[config.mk]
export PLATFORM = sky130hd
export DESIGN_NAME = cpu_top
export DESIGN_NICKNAME = d
export VERILOG_FILES = /design/src/hw/cpu_pkg.sv /design/src/hw/opcode_decoder.sv /design/src/hw/step_sequencer.sv /design/src/hw/acc_datapath.sv /design/src/hw/axil_master.sv /design/src/hw/cpu_top.sv
export SDC_FILE = /design/constraint.sdc
export NUM_CORES = 1
export LEC_CHECK = 0
export BUFFER_PORTS_ARGS = -buffer_cell sky130_fd_sc_hd__buf_2
export CORE_ASPECT_RATIO = 1.25
export CORE_UTILIZATION = 55
export DETAILED_ROUTE_END_ITERATION = 12
export HOLD_SLACK_MARGIN = 0.1
export PLACE_DENSITY = 0.81
export SYNTH_ARGS = -nofsm -noshare
export SYNTH_HDL_FRONTEND = slang
export SYNTH_HIERARCHICAL = 1
export SYNTH_SLANG_ARGS = --single-unit
[constraint.sdc]
create_clock -name clk -period 4.3 [get_ports clk]
set_input_delay 0.43 -clock clk [delete_from_list [all_inputs] [get_ports clk]]
set_output_delay 0.43 -clock clk [all_outputs]
set_load 0.05 [all_outputs]
[src/hw/cpu_pkg.sv]
// Shared widths, opcodes, control word and AXI4-Lite payload types; imported by every core block.
package cpu_pkg;

    // ~~~~~~~~~~~~~~~~~~~~~~~~~~~~~~~~~~~~~~~~~~~~~~~~~~~~~~~~~~~
    // Widths
    // ~~~~~~~~~~~~~~~~~~~~~~~~~~~~~~~~~~~~~~~~~~~~~~~~~~~~~~~~~~~
    typedef logic [15:0] addr_t;  // Byte address.
    typedef logic [7:0]  byte_t;  // Data byte.
    typedef logic [31:0] word_t;  // AXI data word.
    typedef logic [2:0]  step_t;  // Step within an instruction, 0 to 4.

    // ~~~~~~~~~~~~~~~~~~~~~~~~~~~~~~~~~~~~~~~~~~~~~~~~~~~~~~~~~~~
    // Instruction set
    // ~~~~~~~~~~~~~~~~~~~~~~~~~~~~~~~~~~~~~~~~~~~~~~~~~~~~~~~~~~~
    localparam byte_t OP_NOP      = 8'h00;
    localparam byte_t OP_LDI      = 8'h01;
    localparam byte_t OP_LDA      = 8'h02;
    localparam byte_t OP_STA      = 8'h03;
    localparam byte_t OP_ADD      = 8'h04;
    localparam byte_t OP_SUB      = 8'h05;
    localparam byte_t OP_JMP      = 8'h06;
    localparam byte_t OP_JNZ      = 8'h07;
    localparam byte_t OP_HALT_MIN = 8'h08;  // Anything from here up stops the core.

    localparam addr_t RESET_PC = 16'h0000;

    typedef enum logic [1:0] {
        ALU_PASS = 2'd0,
        ALU_ADD  = 2'd1,
        ALU_SUB  = 2'd2
    } alu_op_e;

    typedef enum logic {
        SEL_PC   = 1'b0,
        SEL_OPND = 1'b1
    } addr_sel_e;

    // One decoded step.
    typedef struct packed {
        logic      bus_rd;
        logic      bus_wr;
        addr_sel_e addr_sel;
        logic      load_opnd_lo;
        logic      load_opnd_hi;
        logic      load_a;
        alu_op_e   alu_op;
        logic      pc_inc;
        logic      pc_load;
        logic      pc_cond;    // Jump only when A is not zero.
        logic      last_step;
        logic      halt;
    } ctrl_word_t;

    typedef struct packed {
        addr_t addr;
        byte_t wdata;
        logic  write;
    } bus_req_t;

    typedef enum logic [1:0] {
        ISSUE,
        WAIT_BUS,
        HALTED
    } seq_state_e;

    // ~~~~~~~~~~~~~~~~~~~~~~~~~~~~~~~~~~~~~~~~~~~~~~~~~~~~~~~~~~~
    // AXI4-Lite payloads
    // ~~~~~~~~~~~~~~~~~~~~~~~~~~~~~~~~~~~~~~~~~~~~~~~~~~~~~~~~~~~
    typedef struct packed {
        addr_t      addr;
        logic [2:0] prot;
    } axil_aw_t;

    typedef struct packed {
        word_t      data;
        logic [3:0] strb;
    } axil_w_t;

    typedef struct packed {
        addr_t      addr;
        logic [2:0] prot;
    } axil_ar_t;

    typedef struct packed {
        word_t      data;
        logic [1:0] resp;
    } axil_r_t;

endpackage

[src/hw/opcode_decoder.sv]
// Combinational instruction decoder; maps the current opcode and step onto the core control word.
`timescale 1ns/10ps

module opcode_decoder (
    input  cpu_pkg::byte_t      opcode,
    input  cpu_pkg::step_t      step,
    output cpu_pkg::ctrl_word_t ctrl
);
    import cpu_pkg::*;

    logic       is_fetch;
    logic       is_halt;
    logic [3:0] grp;        // One-hot on opcode[2:1].
    logic       opnd_step;

    ctrl_word_t fetch_w;
    ctrl_word_t opnd_w;
    ctrl_word_t g_nop_ldi;
    ctrl_word_t g_lda_sta;
    ctrl_word_t g_add_sub;
    ctrl_word_t g_jmp_jnz;
    ctrl_word_t halt_w;

    assign is_fetch = (step == 3'd0);
    assign is_halt  = !is_fetch && (opcode >= OP_HALT_MIN);

    always_comb begin
        grp = 4'b0000;
        if (!is_fetch && !is_halt) begin
            grp[opcode[2:1]] = 1'b1;
        end
    end

    // Absolute-address groups share the two operand byte fetches.
    assign opnd_step = (grp[3:1] != 3'b000) && ((step == 3'd1) || (step == 3'd2));

    // ~~~~~~~~~~~~~~~~~~~~~~~~~~~~~~~~~~~~~~~~~~~~~~~~~~~~~~~~~~~
    // Shared steps
    // ~~~~~~~~~~~~~~~~~~~~~~~~~~~~~~~~~~~~~~~~~~~~~~~~~~~~~~~~~~~
    always_comb begin
        fetch_w        = '0;
        fetch_w.bus_rd = is_fetch;  // Opcode read at pc.
        fetch_w.pc_inc = is_fetch;
    end

    always_comb begin
        opnd_w              = '0;
        opnd_w.bus_rd       = opnd_step;
        opnd_w.pc_inc       = opnd_step;
        opnd_w.load_opnd_lo = opnd_step && (step == 3'd1);  // Low byte first.
        opnd_w.load_opnd_hi = opnd_step && (step == 3'd2);
    end

    // ~~~~~~~~~~~~~~~~~~~~~~~~~~~~~~~~~~~~~~~~~~~~~~~~~~~~~~~~~~~
    // Per-group execute steps
    // ~~~~~~~~~~~~~~~~~~~~~~~~~~~~~~~~~~~~~~~~~~~~~~~~~~~~~~~~~~~
    always_comb begin
        g_nop_ldi = '0;
        if (grp[0] && (step == 3'd1)) begin
            g_nop_ldi.last_step = 1'b1;
            if (opcode[0]) begin  // LDI takes its byte from the stream.
                g_nop_ldi.bus_rd = 1'b1;
                g_nop_ldi.pc_inc = 1'b1;
                g_nop_ldi.load_a = 1'b1;
                g_nop_ldi.alu_op = ALU_PASS;
            end
        end
    end

    always_comb begin
        g_lda_sta = '0;
        if (grp[1] && (step == 3'd3)) begin
            g_lda_sta.addr_sel  = SEL_OPND;
            g_lda_sta.last_step = 1'b1;
            g_lda_sta.bus_wr    = opcode[0];
            g_lda_sta.bus_rd    = !opcode[0];
            g_lda_sta.load_a    = !opcode[0];
            g_lda_sta.alu_op    = ALU_PASS;
        end
    end

    always_comb begin
        g_add_sub = '0;
        if (grp[2] && (step == 3'd3)) begin
            g_add_sub.bus_rd    = 1'b1;
            g_add_sub.addr_sel  = SEL_OPND;
            g_add_sub.load_a    = 1'b1;
            g_add_sub.alu_op    = opcode[0] ? ALU_SUB : ALU_ADD;
            g_add_sub.last_step = 1'b1;
        end
    end

    always_comb begin
        g_jmp_jnz = '0;
        if (grp[3] && (step == 3'd3)) begin
            g_jmp_jnz.pc_load   = 1'b1;
            g_jmp_jnz.pc_cond   = opcode[0];  // JNZ.
            g_jmp_jnz.last_step = 1'b1;
        end
    end

    always_comb begin
        halt_w      = '0;
        halt_w.halt = is_halt;
    end

    assign ctrl = fetch_w | opnd_w | g_nop_ldi | g_lda_sta | g_add_sub | g_jmp_jnz | halt_w;

    // A step makes at most one bus access.
    always_comb begin
        assert (!(ctrl.bus_rd && ctrl.bus_wr))
            else $error("decoder drives read and write in one step");
    end

endmodule

[src/hw/step_sequencer.sv]
// Step sequencer FSM; holds the instruction register, paces steps against the bus and stops on halt.
`timescale 1ns/10ps

module step_sequencer (
    input  logic                clk,
    input  logic                rst_n,
    input  cpu_pkg::ctrl_word_t ctrl,
    input  logic                bus_done,
    input  cpu_pkg::byte_t      rdata_byte,
    output cpu_pkg::byte_t      opcode,
    output cpu_pkg::step_t      step,
    output logic                req_valid,
    output logic                advance,
    output logic                halted
);
    import cpu_pkg::*;

    seq_state_e state;
    logic       needs_bus;
    step_t      next_step;

    assign needs_bus = ctrl.bus_rd | ctrl.bus_wr;
    assign next_step = ctrl.last_step ? 3'd0 : step + 3'd1;

    assign req_valid = (state == ISSUE) && needs_bus;
    assign advance   = ((state == ISSUE) && !needs_bus && !ctrl.halt)
                     || ((state == WAIT_BUS) && bus_done);
    assign halted    = (state == HALTED);

    always_ff @(posedge clk) begin
        if (!rst_n) begin
            state  <= ISSUE;
            step   <= 3'd0;
            opcode <= OP_NOP;
        end else begin
            case (state)
                ISSUE: begin
                    if (ctrl.halt) begin
                        state <= HALTED;
                    end else if (needs_bus) begin
                        state <= WAIT_BUS;
                    end else begin
                        step <= next_step;  // Internal step, one cycle.
                    end
                end
                WAIT_BUS: begin
                    if (bus_done) begin
                        state <= ISSUE;
                        step  <= next_step;
                        if (step == 3'd0) begin
                            opcode <= rdata_byte;
                        end
                    end
                end
                HALTED: ;  // Only reset leaves.
                default: state <= HALTED;
            endcase
        end
    end

    // Halt is sticky and the bus stays quiet.
    assert property (@(posedge clk) disable iff (!rst_n) halted |=> (halted && !req_valid));

    assert property (@(posedge clk) disable iff (!rst_n) step <= 3'd4);

endmodule

[src/hw/acc_datapath.sv]
// Core datapath; accumulator, program counter, operand address latch, add/subtract unit and zero test.
`timescale 1ns/10ps

module acc_datapath (
    input  logic                clk,
    input  logic                rst_n,
    input  cpu_pkg::ctrl_word_t ctrl,
    input  logic                advance,
    input  cpu_pkg::byte_t      rdata_byte,
    output cpu_pkg::addr_t      bus_addr,
    output cpu_pkg::byte_t      wdata
);
    import cpu_pkg::*;

    byte_t acc;
    addr_t pc;
    addr_t opnd;       // Absolute address from the instruction stream.

    byte_t alu_b;
    logic  carry_in;
    byte_t alu_y;
    logic  a_zero;
    logic  take_jump;

    // ~~~~~~~~~~~~~~~~~~~~~~~~~~~~~~~~~~~~~~~~~~~~~~~~~~~~~~~~~~~
    // ALU
    // ~~~~~~~~~~~~~~~~~~~~~~~~~~~~~~~~~~~~~~~~~~~~~~~~~~~~~~~~~~~
    always_comb begin
        alu_b    = rdata_byte;
        carry_in = 1'b0;
        if (ctrl.alu_op == ALU_SUB) begin
            alu_b    = ~rdata_byte;  // Two's complement via inverted operand.
            carry_in = 1'b1;
        end
    end

    always_comb begin
        case (ctrl.alu_op)
            ALU_ADD,
            ALU_SUB: alu_y = acc + alu_b + {7'd0, carry_in};  // Wraps mod 256.
            default: alu_y = rdata_byte;
        endcase
    end

    assign a_zero    = (acc == 8'h00);
    assign take_jump = ctrl.pc_load && (!ctrl.pc_cond || !a_zero);

    assign bus_addr = (ctrl.addr_sel == SEL_OPND) ? opnd : pc;
    assign wdata    = acc;

    // ~~~~~~~~~~~~~~~~~~~~~~~~~~~~~~~~~~~~~~~~~~~~~~~~~~~~~~~~~~~
    // Architectural registers
    // ~~~~~~~~~~~~~~~~~~~~~~~~~~~~~~~~~~~~~~~~~~~~~~~~~~~~~~~~~~~
    always_ff @(posedge clk) begin
        if (!rst_n) begin
            acc <= 8'h00;
            pc  <= RESET_PC;
        end else if (advance) begin
            if (ctrl.load_a) begin
                acc <= alu_y;
            end
            if (take_jump) begin
                pc <= opnd;
            end else if (ctrl.pc_inc) begin
                pc <= pc + 16'd1;
            end
        end
    end

    always_ff @(posedge clk) begin
        if (advance) begin
            if (ctrl.load_opnd_lo) begin
                opnd[7:0] <= rdata_byte;
            end
            if (ctrl.load_opnd_hi) begin
                opnd[15:8] <= rdata_byte;
            end
        end
    end

    // Each step moves pc by at most one source.
    assert property (@(posedge clk) disable iff (!rst_n)
        advance |-> !(ctrl.pc_inc && ctrl.pc_load));

endmodule

[src/hw/axil_master.sv]
// AXI4-Lite master; runs one byte read or write per request, placing data on the addressed lane.
`timescale 1ns/10ps

module axil_master (
    input  logic              clk,
    input  logic              rst_n,
    input  logic              req_valid,
    input  cpu_pkg::bus_req_t req,
    output logic              bus_done,
    output cpu_pkg::byte_t    rdata_byte,
    output logic              awvalid,
    input  logic              awready,
    output cpu_pkg::axil_aw_t aw,
    output logic              wvalid,
    input  logic              wready,
    output cpu_pkg::axil_w_t  w,
    input  logic              bvalid,
    output logic              bready,
    input  logic [1:0]        bresp,
    output logic              arvalid,
    input  logic              arready,
    output cpu_pkg::axil_ar_t ar,
    input  logic              rvalid,
    output logic              rready,
    input  cpu_pkg::axil_r_t  r
);
    import cpu_pkg::*;

    typedef enum logic [2:0] {M_IDLE, M_WRITE, M_RESP, M_READ, M_DATA} mst_state_e;

    mst_state_e state;
    bus_req_t   req_q;

    assign arvalid = (state == M_READ);
    assign bready  = (state == M_RESP);
    assign rready  = (state == M_DATA);

    assign aw.addr = {req_q.addr[15:2], 2'b00};  // Word aligned.
    assign aw.prot = 3'b000;
    assign ar.addr = {req_q.addr[15:2], 2'b00};
    assign ar.prot = 3'b000;
    assign w.data  = {4{req_q.wdata}};
    assign w.strb  = 4'b0001 << req_q.addr[1:0];

    always_ff @(posedge clk) begin
        if (req_valid && (state == M_IDLE)) begin
            req_q <= req;
        end
        if (rvalid && rready) begin
            rdata_byte <= r.data[{req_q.addr[1:0], 3'b000} +: 8];
        end
    end

    always_ff @(posedge clk) begin
        if (!rst_n) begin
            state    <= M_IDLE;
            awvalid  <= 1'b0;
            wvalid   <= 1'b0;
            bus_done <= 1'b0;
        end else begin
            bus_done <= 1'b0;
            case (state)
                M_IDLE: if (req_valid) begin
                    state   <= req.write ? M_WRITE : M_READ;
                    awvalid <= req.write;
                    wvalid  <= req.write;
                end
                M_WRITE: begin
                    if (awready) awvalid <= 1'b0;
                    if (wready) wvalid <= 1'b0;
                    if ((!awvalid || awready) && (!wvalid || wready)) state <= M_RESP;
                end
                M_RESP: if (bvalid) begin
                    state    <= M_IDLE;
                    bus_done <= 1'b1;
                end
                M_READ: if (arready) state <= M_DATA;
                M_DATA: if (rvalid) begin
                    state    <= M_IDLE;
                    bus_done <= 1'b1;
                end
                default: state <= M_IDLE;
            endcase
        end
    end

    assert property (@(posedge clk) disable iff (!rst_n) (awvalid && !awready) |=> awvalid);
    assert property (@(posedge clk) disable iff (!rst_n) (wvalid && !wready) |=> wvalid);
    assert property (@(posedge clk) disable iff (!rst_n) (arvalid && !arready) |=> arvalid);

    // Whole 64 KiB space decodes, so DECERR points at the slave.
    assert property (@(posedge clk) disable iff (!rst_n)
        !((bvalid && bready && (bresp == 2'b11)) || (rvalid && rready && (r.resp == 2'b11))));

endmodule

[src/hw/cpu_top.sv]
// Accumulator core top level; wires decoder, sequencer, datapath and the AXI4-Lite master together.
`timescale 1ns/10ps

module cpu_top (
    input  logic              clk,
    input  logic              rst_n,
    output logic              halted,
    output logic              awvalid,
    input  logic              awready,
    output cpu_pkg::axil_aw_t aw,
    output logic              wvalid,
    input  logic              wready,
    output cpu_pkg::axil_w_t  w,
    input  logic              bvalid,
    output logic              bready,
    input  logic [1:0]        bresp,
    output logic              arvalid,
    input  logic              arready,
    output cpu_pkg::axil_ar_t ar,
    input  logic              rvalid,
    output logic              rready,
    input  cpu_pkg::axil_r_t  r
);
    import cpu_pkg::*;

    ctrl_word_t ctrl;
    byte_t      opcode;
    step_t      step;
    logic       req_valid;
    logic       advance;
    logic       bus_done;
    byte_t      rdata_byte;
    addr_t      bus_addr;
    byte_t      wdata;
    bus_req_t   bus_req;

    assign bus_req = '{addr: bus_addr, wdata: wdata, write: ctrl.bus_wr};

    opcode_decoder opcode_decoder_inst (
        .opcode (opcode),
        .step   (step),
        .ctrl   (ctrl)
    );

    step_sequencer step_sequencer_inst (
        .clk        (clk),
        .rst_n      (rst_n),
        .ctrl       (ctrl),
        .bus_done   (bus_done),
        .rdata_byte (rdata_byte),
        .opcode     (opcode),
        .step       (step),
        .req_valid  (req_valid),
        .advance    (advance),
        .halted     (halted)
    );

    acc_datapath acc_datapath_inst (
        .clk        (clk),
        .rst_n      (rst_n),
        .ctrl       (ctrl),
        .advance    (advance),
        .rdata_byte (rdata_byte),
        .bus_addr   (bus_addr),
        .wdata      (wdata)
    );

    axil_master axil_master_inst (
        .clk        (clk),
        .rst_n      (rst_n),
        .req_valid  (req_valid),
        .req        (bus_req),
        .bus_done   (bus_done),
        .rdata_byte (rdata_byte),
        .awvalid    (awvalid),
        .awready    (awready),
        .aw         (aw),
        .wvalid     (wvalid),
        .wready     (wready),
        .w          (w),
        .bvalid     (bvalid),
        .bready     (bready),
        .bresp      (bresp),
        .arvalid    (arvalid),
        .arready    (arready),
        .ar         (ar),
        .rvalid     (rvalid),
        .rready     (rready),
        .r          (r)
    );

endmodule

Word level (Yosys, flattened, before mapping)
Index checks and enable logic that the tools add are counted.
{"block": "op_classes", "n_lt_le_gt_ge": 3, "n_mux": 45, "n_reduce_logical": 51, "bitwise_logic": 9, "n_eq_ne": 22, "multipliers": 0, "n_shift": 2, "div": 0, "add_sub_neg": 4}
{"op": "13-bit OR", "count": 4}
{"op": "16-bit 2-to-1 mux", "count": 3}
{"op": "3-bit 2-to-1 mux", "count": 13}
{"op": "32-bit by 6-bit indexed part select with 8-bit output", "count": 1}
{"op": "1-bit logical AND", "count": 18}
{"op": "16-bit by 1-bit adder with 16-bit output (second input constant)", "count": 1}
{"op": "8-bit 2-to-1 mux", "count": 2}
{"op": "3-bit case mux with 5 select lines", "count": 1}
{"op": "13-bit by 1-bit OR with 13-bit output", "count": 1}
{"op": "13-bit by 4-bit OR with 13-bit output", "count": 1}
{"op": "3-bit by 2-bit equality test with 1-bit output (second input constant)", "count": 4}
{"op": "1-bit 2-to-1 mux", "count": 12}
{"op": "4-bit 2-to-1 mux", "count": 3}
{"op": "2-bit inequality test (second input constant)", "count": 6}
{"op": "3-bit AND reduction", "count": 4}
{"op": "2-bit 2-to-1 mux", "count": 5}
{"op": "1-bit logical NOT", "count": 9}
{"op": "8-bit by 1-bit adder with 8-bit output", "count": 1}
{"op": "8-bit adder", "count": 1}
{"op": "8-bit by 4-bit >= comparator with 1-bit output (second input constant)", "count": 1}
{"op": "8-bit logical NOT", "count": 1}
{"op": "2-bit by 1-bit inequality test with 1-bit output (second input constant)", "count": 4}
{"op": "8-bit inverter", "count": 1}
{"op": "2-bit AND reduction", "count": 4}
{"op": "23 further kinds", "count": 35}
{"block": "totals", "mem_bits_ro": 0, "in_bits": 43, "latch_bits": 0, "ff_bits": 91, "memories": 0, "output_inout_bits": 80, "wordCells": 150, "ramBits": 0}

Logic depth before layout (Yosys ltp)
Gate-level depths: netlist of the first run.
{"block": "logic_depth", "depth_word": 21, "mapped_depth": 16, "depth_no_buf": 14}

Cells and area by module
The synthesis of the first run kept the hierarchy.
{"module": "acc_datapath", "n_inst": 1, "cells_per_inst": 272, "area_each_um2": 2482.4, "seq_area_each_um2": 960.9}
{"module": "axil_master", "n_inst": 1, "cells_per_inst": 160, "area_each_um2": 2080.7, "seq_area_each_um2": 1081.0}
{"module": "step_sequencer", "n_inst": 1, "cells_per_inst": 70, "area_each_um2": 660.6, "seq_area_each_um2": 260.2}
{"module": "opcode_decoder", "n_inst": 1, "cells_per_inst": 45, "area_each_um2": 287.8, "seq_area_each_um2": 0.0}

Worst setup path before layout of the first run
No wires, ideal clock.
{"block": "synth_path", "kind": "reg-to-reg", "startpoint": "reg step_sequencer_inst.step[2]", "endpoint": "reg acc_datapath_inst.acc[7], in the netlist acc_datapath_inst/wdata[7]", "path_buffers": 1, "stages_incl_launch_ff": 14, "synth_period_minus_slack_ns": 3.135, "t_arrival_ns": 3.061, "setup_slack_ns": 1.165, "setup_ns": 0.074, "cell_sequence": "dfxtp_1 nor4_4 nand4_1 nor3b_1 inv_1 ha_1 clkbuf_1 xor2_1 ha_1 or4_1 o22ai_1 xnor2_1 or3_1 a31oi_1"}
{"element": "start, declared", "line": "step_sequencer.sv:11", "text": "output cpu_pkg::step_t step,"}
{"element": "start signal, assigned", "line": "step_sequencer.sv:43", "text": "step <= next_step;"}
{"element": "start signal, assigned", "line": "step_sequencer.sv:49", "text": "step <= next_step;"}
{"element": "end signal, assigned", "line": "acc_datapath.sv:60", "text": "acc <= alu_y;"}
{"element": "end, declared", "line": "acc_datapath.sv:15", "text": "byte_t acc;"}

==> results of run 1 <==
-- worst paths after layout --
path                               start                         end  slack, ns  cells after the start
max          step_sequencer_inst/step[2]  acc_datapath_inst/wdata[7]       0.85                     12
min                               bvalid   axil_master_inst/bus_done       0.37                      3
max reg2reg  step_sequencer_inst/step[2]  acc_datapath_inst/wdata[7]       0.85                     12
min reg2reg     acc_datapath_inst/pc[15]    acc_datapath_inst/pc[15]       0.48                      2
-- critical path, stage by stage (launching register included) --
cell,delay (ns)
sky130_fd_sc_hd__dfxtp_1,0.37
sky130_fd_sc_hd__nor4_4,0.37
sky130_fd_sc_hd__nand4_1,0.18
sky130_fd_sc_hd__nor3b_1,0.23
sky130_fd_sc_hd__inv_1,0.07
sky130_fd_sc_hd__ha_1,0.35
sky130_fd_sc_hd__xor2_1,0.22
sky130_fd_sc_hd__ha_1,0.28
sky130_fd_sc_hd__or4_1,0.48
sky130_fd_sc_hd__o22ai_1,0.22
sky130_fd_sc_hd__xnor2_1,0.13
sky130_fd_sc_hd__or3_1,0.32
sky130_fd_sc_hd__a31oi_1,0.16
-- through the flow --
stage / cells / hold WS (ns) / util [%] / worst slack [ns] / total power, mW
after floorplan: 556 / 0.447 / - / 1.17 / 2.41
after global placement: 694 / 0.460 / 57.7 / 0.998 / 2.38
after detailed placement: 694 / 0.472 / 57.7 / 0.912 / 2.40
after CTS: 710 / 0.357 / 60.7 / 0.882 / 3.16
after global routing: 710 / 0.393 / 60.7 / 0.686 / 3.26
final: 710 / 0.367 / 60.7 / 0.851 / 3.14
-- cells in the mapped netlist, drive strengths merged (12+ instances only) --
library cell  count
buf              84
edfxtp           48
nand2            47
dfxtp            43
a21oi            33
nor2             30
o21ai            27
nand3            20
mux2             15
clkbuf           14
nor3             14
o21a             13
a21boi           12
-- registers in the layout, indices dropped and copies added (netlist names) --
name,cells
axil_master_inst/state,3
axil_master_inst/w,8
step_sequencer_inst/opcode,8
acc_datapath_inst/wdata,8
axil_master_inst/rdata_byte,8
axil_master_inst/ar,14
axil_master_inst/bus_done,1
axil_master_inst/awvalid,1
acc_datapath_inst/pc,16
axil_master_inst/wvalid,1
acc_datapath_inst/opnd,16
axil_master_inst/req_q,2
step_sequencer_inst/state,2
step_sequencer_inst/step,3
-- cells in the final DEF, fill, tap and decap left out, types with 3 or more instances in the layout --
| cell type | n |
|---|---|
| sky130_fd_sc_hd__a211oi_1 | 5 |
| sky130_fd_sc_hd__a21boi_0 | 3 |
| sky130_fd_sc_hd__a21boi_1 | 9 |
| sky130_fd_sc_hd__a21oi_1 | 31 |
| sky130_fd_sc_hd__and2_1 | 7 |
| sky130_fd_sc_hd__and3_1 | 11 |
| sky130_fd_sc_hd__buf_2 | 108 |
| sky130_fd_sc_hd__clkbuf_16 | 9 |
| sky130_fd_sc_hd__conb_1 | 10 |
| sky130_fd_sc_hd__dfxtp_1 | 43 |
| sky130_fd_sc_hd__edfxtp_1 | 48 |
| sky130_fd_sc_hd__ha_1 | 11 |
| sky130_fd_sc_hd__inv_1 | 10 |
| sky130_fd_sc_hd__mux2_2 | 15 |
| sky130_fd_sc_hd__mux2i_1 | 8 |
| sky130_fd_sc_hd__mux4_2 | 8 |
| sky130_fd_sc_hd__nand2_1 | 46 |
| sky130_fd_sc_hd__nand2b_1 | 3 |
| sky130_fd_sc_hd__nand3_1 | 20 |
| sky130_fd_sc_hd__nand4_1 | 3 |
| sky130_fd_sc_hd__nor2_1 | 30 |
| sky130_fd_sc_hd__nor2b_1 | 9 |
| sky130_fd_sc_hd__nor3_1 | 12 |
| sky130_fd_sc_hd__nor3b_1 | 5 |
| sky130_fd_sc_hd__nor4b_1 | 4 |
| sky130_fd_sc_hd__o21a_1 | 13 |
| sky130_fd_sc_hd__o21ai_0 | 24 |
| sky130_fd_sc_hd__o22ai_1 | 5 |
| sky130_fd_sc_hd__o31a_1 | 3 |
| sky130_fd_sc_hd__xnor2_1 | 6 |
| sky130_fd_sc_hd__xor2_1 | 7 |
-- power groups by stage --
stage	Clock [mW]	Sequential, mW	Combinational (mW)
after floorplan	0	1.12	1.29
after global placement	0	1.16	1.22
after detailed placement	0	1.17	1.23
after CTS	0.777	1.15	1.23
after global routing	0.810	1.17	1.28
final	0.768	1.15	1.23
-- kinds of logic after synthesis --
| logic type | Yosys count |
|---|---|
| compound gates | 121 |
| xor+xnor | 13 |
| fa+ha+maj | 12 |
| buf+inv | 108 |
| flops | 91 |
| mux | 31 |
| other cells | 1 |
| simple gates | 170 |
-- final cells by class --
cell class / instances / area [µm²] / share of cell area, %
flip-flops and latches: 91 / 2300 / 39.3
inverters: 10 / 37.5 / 0.640
clock buffers: 10 / 229 / 3.91
clock inverters: 6 / 56.3 / 0.960
multi-input cells: 357 / 2520 / 43.1
well taps: 126 / 158 / 2.69
repair buffers: 110 / 556 / 9.48
-- metal layers --
layer  vias to the layer above  routed length [µm]  GRT usage [%]  share of wire [%]
met1                      1956                4640           27.4                 40
met4                         0                 397           12.0                3.4
met2                       179                5840           38.8                 51
met5                         -                   0              0                  0
met3                        35                 676           4.53                5.8
li1                       1967                   -              -                  -
==> impl_results.html, run 1 <==
<table>
<tr><th>Metric</th><th>Value</th></tr>
<tr><th colspan="2">Critical path</th></tr>
<tr><td>Required time reported for the critical path endpoint</td><td>4.57 ns</td></tr>
<tr><td>CP startpoint kind</td><td>flop</td></tr>
<tr><td>Arrival time of the worst setup path</td><td>3.72 ns</td></tr>
<tr><td>Critical path peak fanout</td><td>8</td></tr>
<tr><td>Kind of critical path</td><td>flop to flop</td></tr>
<tr><td>Critical Path Sink Type</td><td>flop</td></tr>
<tr><th colspan="2">Run status</th></tr>
<tr><td>Outcome</td><td>complete, no violations</td></tr>
<tr><th colspan="2">Finish</th></tr>
<tr><td>Antenna diodes</td><td>0</td></tr>
<tr><td>Synth-to-layout area growth</td><td>6.38%</td></tr>
<tr><td>Total of fill cells in the finished design</td><td>796</td></tr>
<tr><td>Ratio of cells with drive above 1 in the final layout</td><td>between 20% and 30%</td></tr>
<tr><td>Post-Layout Inst Area</td><td>5860 µm²</td></tr>
<tr><td>Net total in the final layout</td><td>~630</td></tr>
<tr><th colspan="2">Pwr</th></tr>
<tr><td>Relative contribution of sequential cells to total power</td><td>36.5%</td></tr>
<tr><td>Power density cells</td><td>536 nW/µm²</td></tr>
<tr><td>Peak supply drop</td><td>0.327 mV</td></tr>
<tr><td>Leak pwr</td><td>2.33 nW</td></tr>
<tr><td>Cell internal pwr</td><td>1.76 mW</td></tr>
<tr><td>Comb power frac</td><td>39.1%</td></tr>
<tr><td>Switching share of power</td><td>between 40% and 50%</td></tr>
<tr><td>Clk pwr share</td><td>roughly a quarter</td></tr>
<tr><td>Switching power total</td><td>1.39 mW</td></tr>
<tr><th colspan="2">Logic synthesis</th></tr>
<tr><td>Synth warnings</td><td>6</td></tr>
<tr><td>Synthesized area per cell</td><td>10.1 µm²</td></tr>
<tr><td>Share of Yosys cell area claimed by the top area cell type</td><td>between 20% and 30%</td></tr>
<tr><td>Multiplexer area fraction after synthesis</td><td>7.79%</td></tr>
<tr><td>Compound-cell area share of the yosys netlist</td><td>15.5%</td></tr>
<tr><td>Post-Synth Adder-Cell Area</td><td>around 2.9%</td></tr>
<tr><td>Share of synthesized area occupied by flip-flops and latches</td><td>41.8%</td></tr>
<tr><td>Leading post-synthesis cells by cell area</td><td>sky130_fd_sc_hd__edfxtp_1 26%, sky130_fd_sc_hd__dfxtp_1 16%, sky130_fd_sc_hd__buf_4 9.9%</td></tr>
<tr><td>Async S/R FF share, synth</td><td>0%</td></tr>
<tr><td>Leading register cell type out of synthesis</td><td>sky130_fd_sc_hd__edfxtp_1</td></tr>
<tr><td>Synth area leader</td><td>sky130_fd_sc_hd__edfxtp_1</td></tr>
<tr><td>Post-Synthesis Cells</td><td>547</td></tr>
<tr><td>Synthesized-area fraction occupied by xor and xnor cells</td><td>under 10%</td></tr>
<tr><td>Number of synthesized register bits</td><td>91</td></tr>
<tr><td>Largest family of logic cells by synthesized area</td><td>simple AND/OR/NAND/NOR gates</td></tr>
<tr><td>Post-synth EDFFs</td><td>48</td></tr>
<tr><td>Synthesized area</td><td>5510 µm²</td></tr>
<tr><td>Basic-gate share of the synthesized area counting and, or, nand and nor cells</td><td>16.8%</td></tr>
<tr><td>Distinct cell type count of the synthesized netlist</td><td>70</td></tr>
<tr><th colspan="2">Timing</th></tr>
<tr><td>Measured slew at the worst slew-check pin</td><td>0.870 ns</td></tr>
<tr><td>Final-report setup violation count</td><td>0</td></tr>
<tr><td>Final slew viol count</td><td>0</td></tr>
<tr><td>Fmax</td><td>0.290 GHz</td></tr>
<tr><td>Normalized max-slew margin</td><td>41.8%</td></tr>
<tr><td>Unrepaired setup endpoints after global routing</td><td>no</td></tr>
<tr><td>Clock skew after layout</td><td>0.00594 ns</td></tr>
<tr><td>Part of the cycle the worst path needs</td><td>roughly four fifths</td></tr>
<tr><td>Fin Setup TNS</td><td>0 ns</td></tr>
<tr><td>Final min period</td><td>3.45 ns</td></tr>
<tr><td>Final number of hold-violating endpoints</td><td>0</td></tr>
<tr><th colspan="2">Detailed routing</th></tr>
<tr><td>Routed wire length</td><td>11,600 µm</td></tr>
<tr><td>Vias after detailed routing</td><td>4,137</td></tr>
<tr><td>Residual DRC count</td><td>0</td></tr>
<tr><td>Detailed-routing iteration count for the pre-antenna-repair pass</td><td>7</td></tr>
<tr><td>Wire length per cell</td><td>16.3 µm</td></tr>
<tr><td>Post-route ant nets</td><td>0</td></tr>
<tr><td>Number of design-rule violations left by the first detailed-router iteration</td><td>312</td></tr>
<tr><td>Via density</td><td>a little under 6</td></tr>
<tr><th colspan="2">Place</th></tr>
<tr><td>GPL Wtd Cong</td><td>between 0.8 and 0.9</td></tr>
<tr><td>Placed standard-cell area</td><td>5580 µm²</td></tr>
<tr><td>HPWL Detailed</td><td>8030 µm</td></tr>
<tr><td>Count of buffers inserted at the top-level ports</td><td>108</td></tr>
<tr><th colspan="2">CTS</th></tr>
<tr><td>Clock tree root buffer cell</td><td>sky130_fd_sc_hd__clkbuf_16</td></tr>
<tr><td>Number of buffers added for setup after CTS</td><td>0</td></tr>
<tr><td>CTS H-tree depth</td><td>3</td></tr>
<tr><td>Clk sink count</td><td>91</td></tr>
<tr><td>Number of buffers on the longest clock path</td><td>2</td></tr>
<tr><td>CTS tree</td><td>done</td></tr>
<tr><td>Total CTS buffers</td><td>9</td></tr>
<tr><td>Clock transition at the registers of the reported paths</td><td>0.06 ns</td></tr>
<tr><td>Number of resized instances in the post-cts repair step</td><td>0</td></tr>
<tr><td>Clk Latency, worst-skew pair</td><td>about 0.34 ns</td></tr>
<tr><td>Hold-fix buffer count after cts</td><td>0</td></tr>
<tr><th colspan="2">Floorplanning</th></tr>
<tr><td>Core Area</td><td>9660 µm²</td></tr>
<tr><td>Die Footprint</td><td>10,400 µm²</td></tr>
<tr><td>Effective utilization at floorplan</td><td>a little under three fifths</td></tr>
<tr><td>Die outline height</td><td>114 µm</td></tr>
<tr><td>FP Rows</td><td>40</td></tr>
<tr><td>Die Span X</td><td>91.5 µm</td></tr>
<tr><td>Total I/O pin count</td><td>~120</td></tr>
<tr><th colspan="2">Hold path</th></tr>
<tr><td>Worst Hold Class</td><td>input pin to flop</td></tr>
<tr><th colspan="2">Job</th></tr>
<tr><td>Maxcap violations</td><td>0</td></tr>
<tr><th colspan="2">Global route</th></tr>
<tr><td>Maximum number of pins on one net before global-route repair</td><td>37</td></tr>
<tr><td>First-pass GRT wire length</td><td>18,500 µm</td></tr>
<tr><td>Number of global-route vias before repair</td><td>3,801</td></tr>
<tr><td>Number of antenna violations at the first check in global routing</td><td>0</td></tr>
<tr><td>Remaining Overflow, GRT</td><td>0</td></tr>
<tr><td>Global-route usage over all layers</td><td>22.9%</td></tr>
</table>
(Power assumes the default switching activity.)
==> inputs of run 2 (changes only) <==
--- a/config.mk
+++ b/config.mk
@@ -7,10 +7,10 @@
 export LEC_CHECK = 0
 export BUFFER_PORTS_ARGS = -buffer_cell sky130_fd_sc_hd__buf_2
 export CORE_ASPECT_RATIO = 1.25
-export CORE_UTILIZATION = 55
+export CORE_UTILIZATION = 50
 export DETAILED_ROUTE_END_ITERATION = 12
 export HOLD_SLACK_MARGIN = 0.1
-export PLACE_DENSITY = 0.81
+export PLACE_DENSITY = 0.77
 export SYNTH_ARGS = -nofsm -noshare
 export SYNTH_HDL_FRONTEND = slang
 export SYNTH_HIERARCHICAL = 1
==> constraint.sdc (replaced) <==
create_clock -name clk -period 3 [get_ports clk]
set_input_delay 0.3 -clock clk [delete_from_list [all_inputs] [get_ports clk]]
set_output_delay 0.3 -clock clk [all_outputs]
set_load 0.05 [all_outputs]
==> run 2 against run 1 <==
Net effect:
- the run now ends with setup timing left
- die area rose by 9.8%
- non-clock buffer count is 33 higher
- hold slack worse by 0.13 ns
- setup slack got worse by 0.86 ns
- critical path depth rose by 2
- largest power group unchanged
- combinational power rose by 48%
- power is 45% higher
- critical endpoint unchanged
- clock power increased by 46%
- largest cell class unchanged
==> impl_results.html, run 2 (same netlist as run 1, synthesis figures left out) <==
<table>
<tr><th>Metric</th><th>Value</th></tr>
<tr><th colspan="2">Finish</th></tr>
<tr><td>Commonest cells after routing, fill and taps aside</td><td>108 x sky130_fd_sc_hd__buf_2, 48 x sky130_fd_sc_hd__edfxtp_1, 46 x sky130_fd_sc_hd__nand2_1 (unchanged)</td></tr>
<tr><td>Antenna diodes</td><td>0 (unchanged)</td></tr>
<tr><td>Net total in the final layout</td><td>667 (was 634)</td></tr>
<tr><td>Synth-to-layout area growth</td><td>12.6% (was 6.38%)</td></tr>
<tr><td>Ratio of cells with drive above 1 in the final layout</td><td>34.7% (was 28.4%)</td></tr>
<tr><td>Most common cell after layout, fill and taps aside</td><td>sky130_fd_sc_hd__buf_2 (unchanged)</td></tr>
<tr><th colspan="2">Global route</th></tr>
<tr><td>Remaining Overflow, GRT</td><td>0 (unchanged)</td></tr>
<tr><td>Number of global-route vias before repair</td><td>4,039 (was 3,801)</td></tr>
<tr><td>First-pass GRT wire length</td><td>19,200 µm (was 18,500 µm)</td></tr>
<tr><td>Maximum number of pins on one net before global-route repair</td><td>36 (was 37)</td></tr>
<tr><td>Number of antenna violations at the first check in global routing</td><td>0 (unchanged)</td></tr>
<tr><td>Global-route usage over all layers</td><td>22.0% (was 22.9%)</td></tr>
<tr><th colspan="2">Floorplanning</th></tr>
<tr><td>Effective utilization at floorplan</td><td>51.7% (was 57.1%)</td></tr>
<tr><td>Die outline height</td><td>119 µm (was 114 µm)</td></tr>
<tr><td>Die Span X</td><td>95.9 µm (was 91.5 µm)</td></tr>
<tr><td>Core Area</td><td>10,700 µm² (was 9660 µm²)</td></tr>
<tr><td>Total I/O pin count</td><td>123 (unchanged)</td></tr>
<tr><td>Die Footprint</td><td>11,400 µm² (was 10,400 µm²)</td></tr>
<tr><td>FP Rows</td><td>42 (was 40)</td></tr>
<tr><th colspan="2">Critical path</th></tr>
<tr><td>Kind of critical path</td><td>flop to flop (unchanged)</td></tr>
<tr><td>Arrival time of the worst setup path</td><td>3.28 ns (was 3.72 ns)</td></tr>
<tr><td>Delay of the slowest critical-path stage</td><td>0.34 ns (was 0.48 ns)</td></tr>
<tr><td>CP startpoint kind</td><td>flop (unchanged)</td></tr>
<tr><td>Crit-path slowest cell</td><td>sky130_fd_sc_hd__dfxtp_2 (was sky130_fd_sc_hd__or4_1)</td></tr>
<tr><td>Critical Path Sink Type</td><td>flop (unchanged)</td></tr>
<tr><td>Worst path bufs/invs</td><td>2 (was 1)</td></tr>
<tr><td>Cells along the critical path</td><td>nor4_4, nand4_1, nor3b_2, inv_1, ha_4, xor2_1, ha_1, buf_4, o21a_1, o21a_1, o22ai_2, xnor2_1, or3_1, a31oi_1 (was nor4_4, nand4_1, nor3b_1, inv_1, ha_1, xor2_1, ha_1, or4_1, o22ai_1, xnor2_1, or3_1, a31oi_1)</td></tr>
<tr><td>Family of cells with the greatest summed delay on the critical path</td><td>simple AND/OR/NAND/NOR gates (unchanged)</td></tr>
<tr><td>Required time reported for the critical path endpoint</td><td>3.27 ns (was 4.57 ns)</td></tr>
<tr><td>Critical path peak fanout</td><td>7 (was 8)</td></tr>
<tr><td>CP most frequent cell</td><td>sky130_fd_sc_hd__o21a_1 (was sky130_fd_sc_hd__ha_1)</td></tr>
<tr><th colspan="2">Place</th></tr>
<tr><td>Worst setup timing slack at the placement stage</td><td>-0.159 ns (was 0.912 ns)</td></tr>
<tr><td>HPWL Detailed</td><td>8650 µm (was 8030 µm)</td></tr>
<tr><td>Count of buffers inserted at the top-level ports</td><td>108 (unchanged)</td></tr>
<tr><td>GPL Wtd Cong</td><td>0.973 (was 0.873)</td></tr>
<tr><th colspan="2">Pwr</th></tr>
<tr><td>Cell internal pwr</td><td>2.56 mW (was 1.76 mW)</td></tr>
<tr><td>Power density cells</td><td>736 nW/µm² (was 536 nW/µm²)</td></tr>
<tr><td>Clk pwr share</td><td>24.6% (was 24.4%)</td></tr>
<tr><td>Leak pwr</td><td>2.54 nW (was 2.33 nW)</td></tr>
<tr><td>Comb power frac</td><td>39.8% (was 39.1%)</td></tr>
<tr><td>Switching power total</td><td>2.01 mW (was 1.39 mW)</td></tr>
<tr><td>Relative contribution of sequential cells to total power</td><td>35.7% (was 36.5%)</td></tr>
<tr><td>Total power</td><td>4.57 mW (was 3.14 mW)</td></tr>
<tr><td>Switching share of power</td><td>44.0% (was 44.1%)</td></tr>
<tr><td>Peak supply drop</td><td>0.457 mV (was 0.327 mV)</td></tr>
<tr><th colspan="2">Job</th></tr>
<tr><td>Maxcap violations</td><td>0 (unchanged)</td></tr>
<tr><th colspan="2">Detailed routing</th></tr>
<tr><td>Detailed-routing iteration count for the pre-antenna-repair pass</td><td>4 (was 7)</td></tr>
<tr><td>Number of design-rule violations left by the first detailed-router iteration</td><td>272 (was 312)</td></tr>
<tr><td>Via density</td><td>5.65 (was 5.83)</td></tr>
<tr><td>Vias after detailed routing</td><td>4,235 (was 4,137)</td></tr>
<tr><td>Residual DRC count</td><td>0 (unchanged)</td></tr>
<tr><td>Post-route ant nets</td><td>0 (unchanged)</td></tr>
<tr><td>Wire length per cell</td><td>16.0 µm (was 16.3 µm)</td></tr>
<tr><td>Routed wire length</td><td>12,000 µm (was 11,600 µm)</td></tr>
<tr><th colspan="2">CTS</th></tr>
<tr><td>Clock transition at the registers of the reported paths</td><td>0.06 ns (about the same)</td></tr>
<tr><td>Hold-fix buffer count after cts</td><td>0 (unchanged)</td></tr>
<tr><td>CTS H-tree depth</td><td>3 (unchanged)</td></tr>
<tr><td>Clk sink count</td><td>91 (unchanged)</td></tr>
<tr><td>Clk Latency, worst-skew pair</td><td>0.34 ns (about the same)</td></tr>
<tr><td>Total CTS buffers</td><td>9 (unchanged)</td></tr>
<tr><td>Clock tree root buffer cell</td><td>sky130_fd_sc_hd__clkbuf_16 (unchanged)</td></tr>
<tr><td>CTS tree</td><td>done (unchanged)</td></tr>
<tr><td>Number of buffers on the longest clock path</td><td>2 (unchanged)</td></tr>
<tr><th colspan="2">Timing</th></tr>
<tr><td>Normalized max-slew margin</td><td>57.9% (was 41.8%)</td></tr>
<tr><td>Measured slew at the worst slew-check pin</td><td>0.625 ns (was 0.870 ns)</td></tr>
<tr><td>Final critical-path setup slack</td><td>-0.00847 ns (was 0.851 ns)</td></tr>
<tr><td>Unrepaired setup endpoints after global routing</td><td>yes (was no)</td></tr>
<tr><td>Final slew viol count</td><td>0 (unchanged)</td></tr>
<tr><td>Final-report setup violation count</td><td>1 (was 0)</td></tr>
<tr><td>Part of the cycle the worst path needs</td><td>100% (was 80.2%)</td></tr>
<tr><td>Final number of hold-violating endpoints</td><td>0 (unchanged)</td></tr>
<tr><td>Fmax</td><td>0.332 GHz (was 0.290 GHz)</td></tr>
<tr><td>Minimum hold slack</td><td>0.235 ns (was 0.367 ns)</td></tr>
<tr><td>Final min period</td><td>3.01 ns (was 3.45 ns)</td></tr>
<tr><td>Clock skew after layout</td><td>0.00701 ns (was 0.00594 ns)</td></tr>
<tr><th colspan="2">Hold path</th></tr>
<tr><td>Worst Hold Class</td><td>input pin to flop (unchanged)</td></tr>
<tr><th colspan="2">Run status</th></tr>
<tr><td>Outcome</td><td>complete, but fails checks (was complete, no violations)</td></tr>
<tr><td>Failing checks</td><td>setup timing</td></tr>
</table>
## run 2: worst register-to-register path, cell delays in order (launching register included)
cell	delay [ns]
sky130_fd_sc_hd__dfxtp_2	0.34
sky130_fd_sc_hd__nor4_4	0.30
sky130_fd_sc_hd__nand4_1	0.18
sky130_fd_sc_hd__nor3b_2	0.19
sky130_fd_sc_hd__inv_1	0.09
sky130_fd_sc_hd__ha_4	0.20
sky130_fd_sc_hd__xor2_1	0.16
sky130_fd_sc_hd__ha_1	0.21
sky130_fd_sc_hd__buf_4	0.14
sky130_fd_sc_hd__o21a_1	0.21
sky130_fd_sc_hd__o21a_1	0.18
sky130_fd_sc_hd__o22ai_2	0.17
sky130_fd_sc_hd__xnor2_1	0.10
sky130_fd_sc_hd__or3_1	0.31
sky130_fd_sc_hd__a31oi_1	0.15
## run 2: timing repair
action	in CTS	in global routing
pin swaps	4	4
endpoints found under the setup margin	3	16
gates resized for setup	5	12
buffers inserted	1	3
## run 2: power by group through the flow
| stage | registers (mW) | clock network, mW | logic (mW) |
|---|---|---|---|
| after detailed placement | 1.66 | 0 | 1.82 |
| final | 1.63 | 1.12 | 1.82 |
| after global routing | 1.67 | 1.18 | 1.90 |
| after floorplan | 1.60 | 0 | 1.85 |
| after CTS | 1.64 | 1.14 | 1.82 |
| after global placement | 1.65 | 0 | 1.81 |
## run 2: layout make-up
class | instances | area, µm²
Fill cell | 946 | 4460
Multi-Input combinational cell | 357 | 2580
Sequential cell | 91 | 2300
Timing Repair Buffer | 143 | 832
Clock buffer | 9 | 225
Tap cell | 132 | 165
Clock inverter | 7 | 67.6
Inverter | 10 | 37.5
## run 2: routing by layer
| layer | vias up | track usage, % | part of all wire, % |
|---|---|---|---|
| met5 | - | 0 | 0 |
| met4 | 0 | 13.9 | 4.3 |
| met3 | 34 | 4.02 | 4.7 |
| met2 | 149 | 36.8 | 52 |
| met1 | 2017 | 25.4 | 39 |
| li1 | 2035 | - | - |
## run 2: final timing paths
check	from	endpoint	slack, ns	cells after the start
setup reg to reg	step_sequencer_inst/step[2]	acc_datapath_inst/wdata[7]	-0.008	14
hold / removal	bvalid	axil_master_inst/bus_done	0.23	3
hold reg to reg	acc_datapath_inst/pc[15]	acc_datapath_inst/pc[15]	0.48	2
setup / recovery	step_sequencer_inst/step[2]	acc_datapath_inst/wdata[7]	-0.008	14
## run 2: stage by stage
stage,area [µm²],TNS [ns],utilization (%),instances
after floorplan,5550,-0.0105,-,556
after global placement,5830,-0.0994,54.6,729
after detailed placement,5830,-0.265,54.6,729
after CTS,6150,0,57.7,746
after global routing,6210,-0.116,58.2,749
final,6210,-0.00847,58.2,749
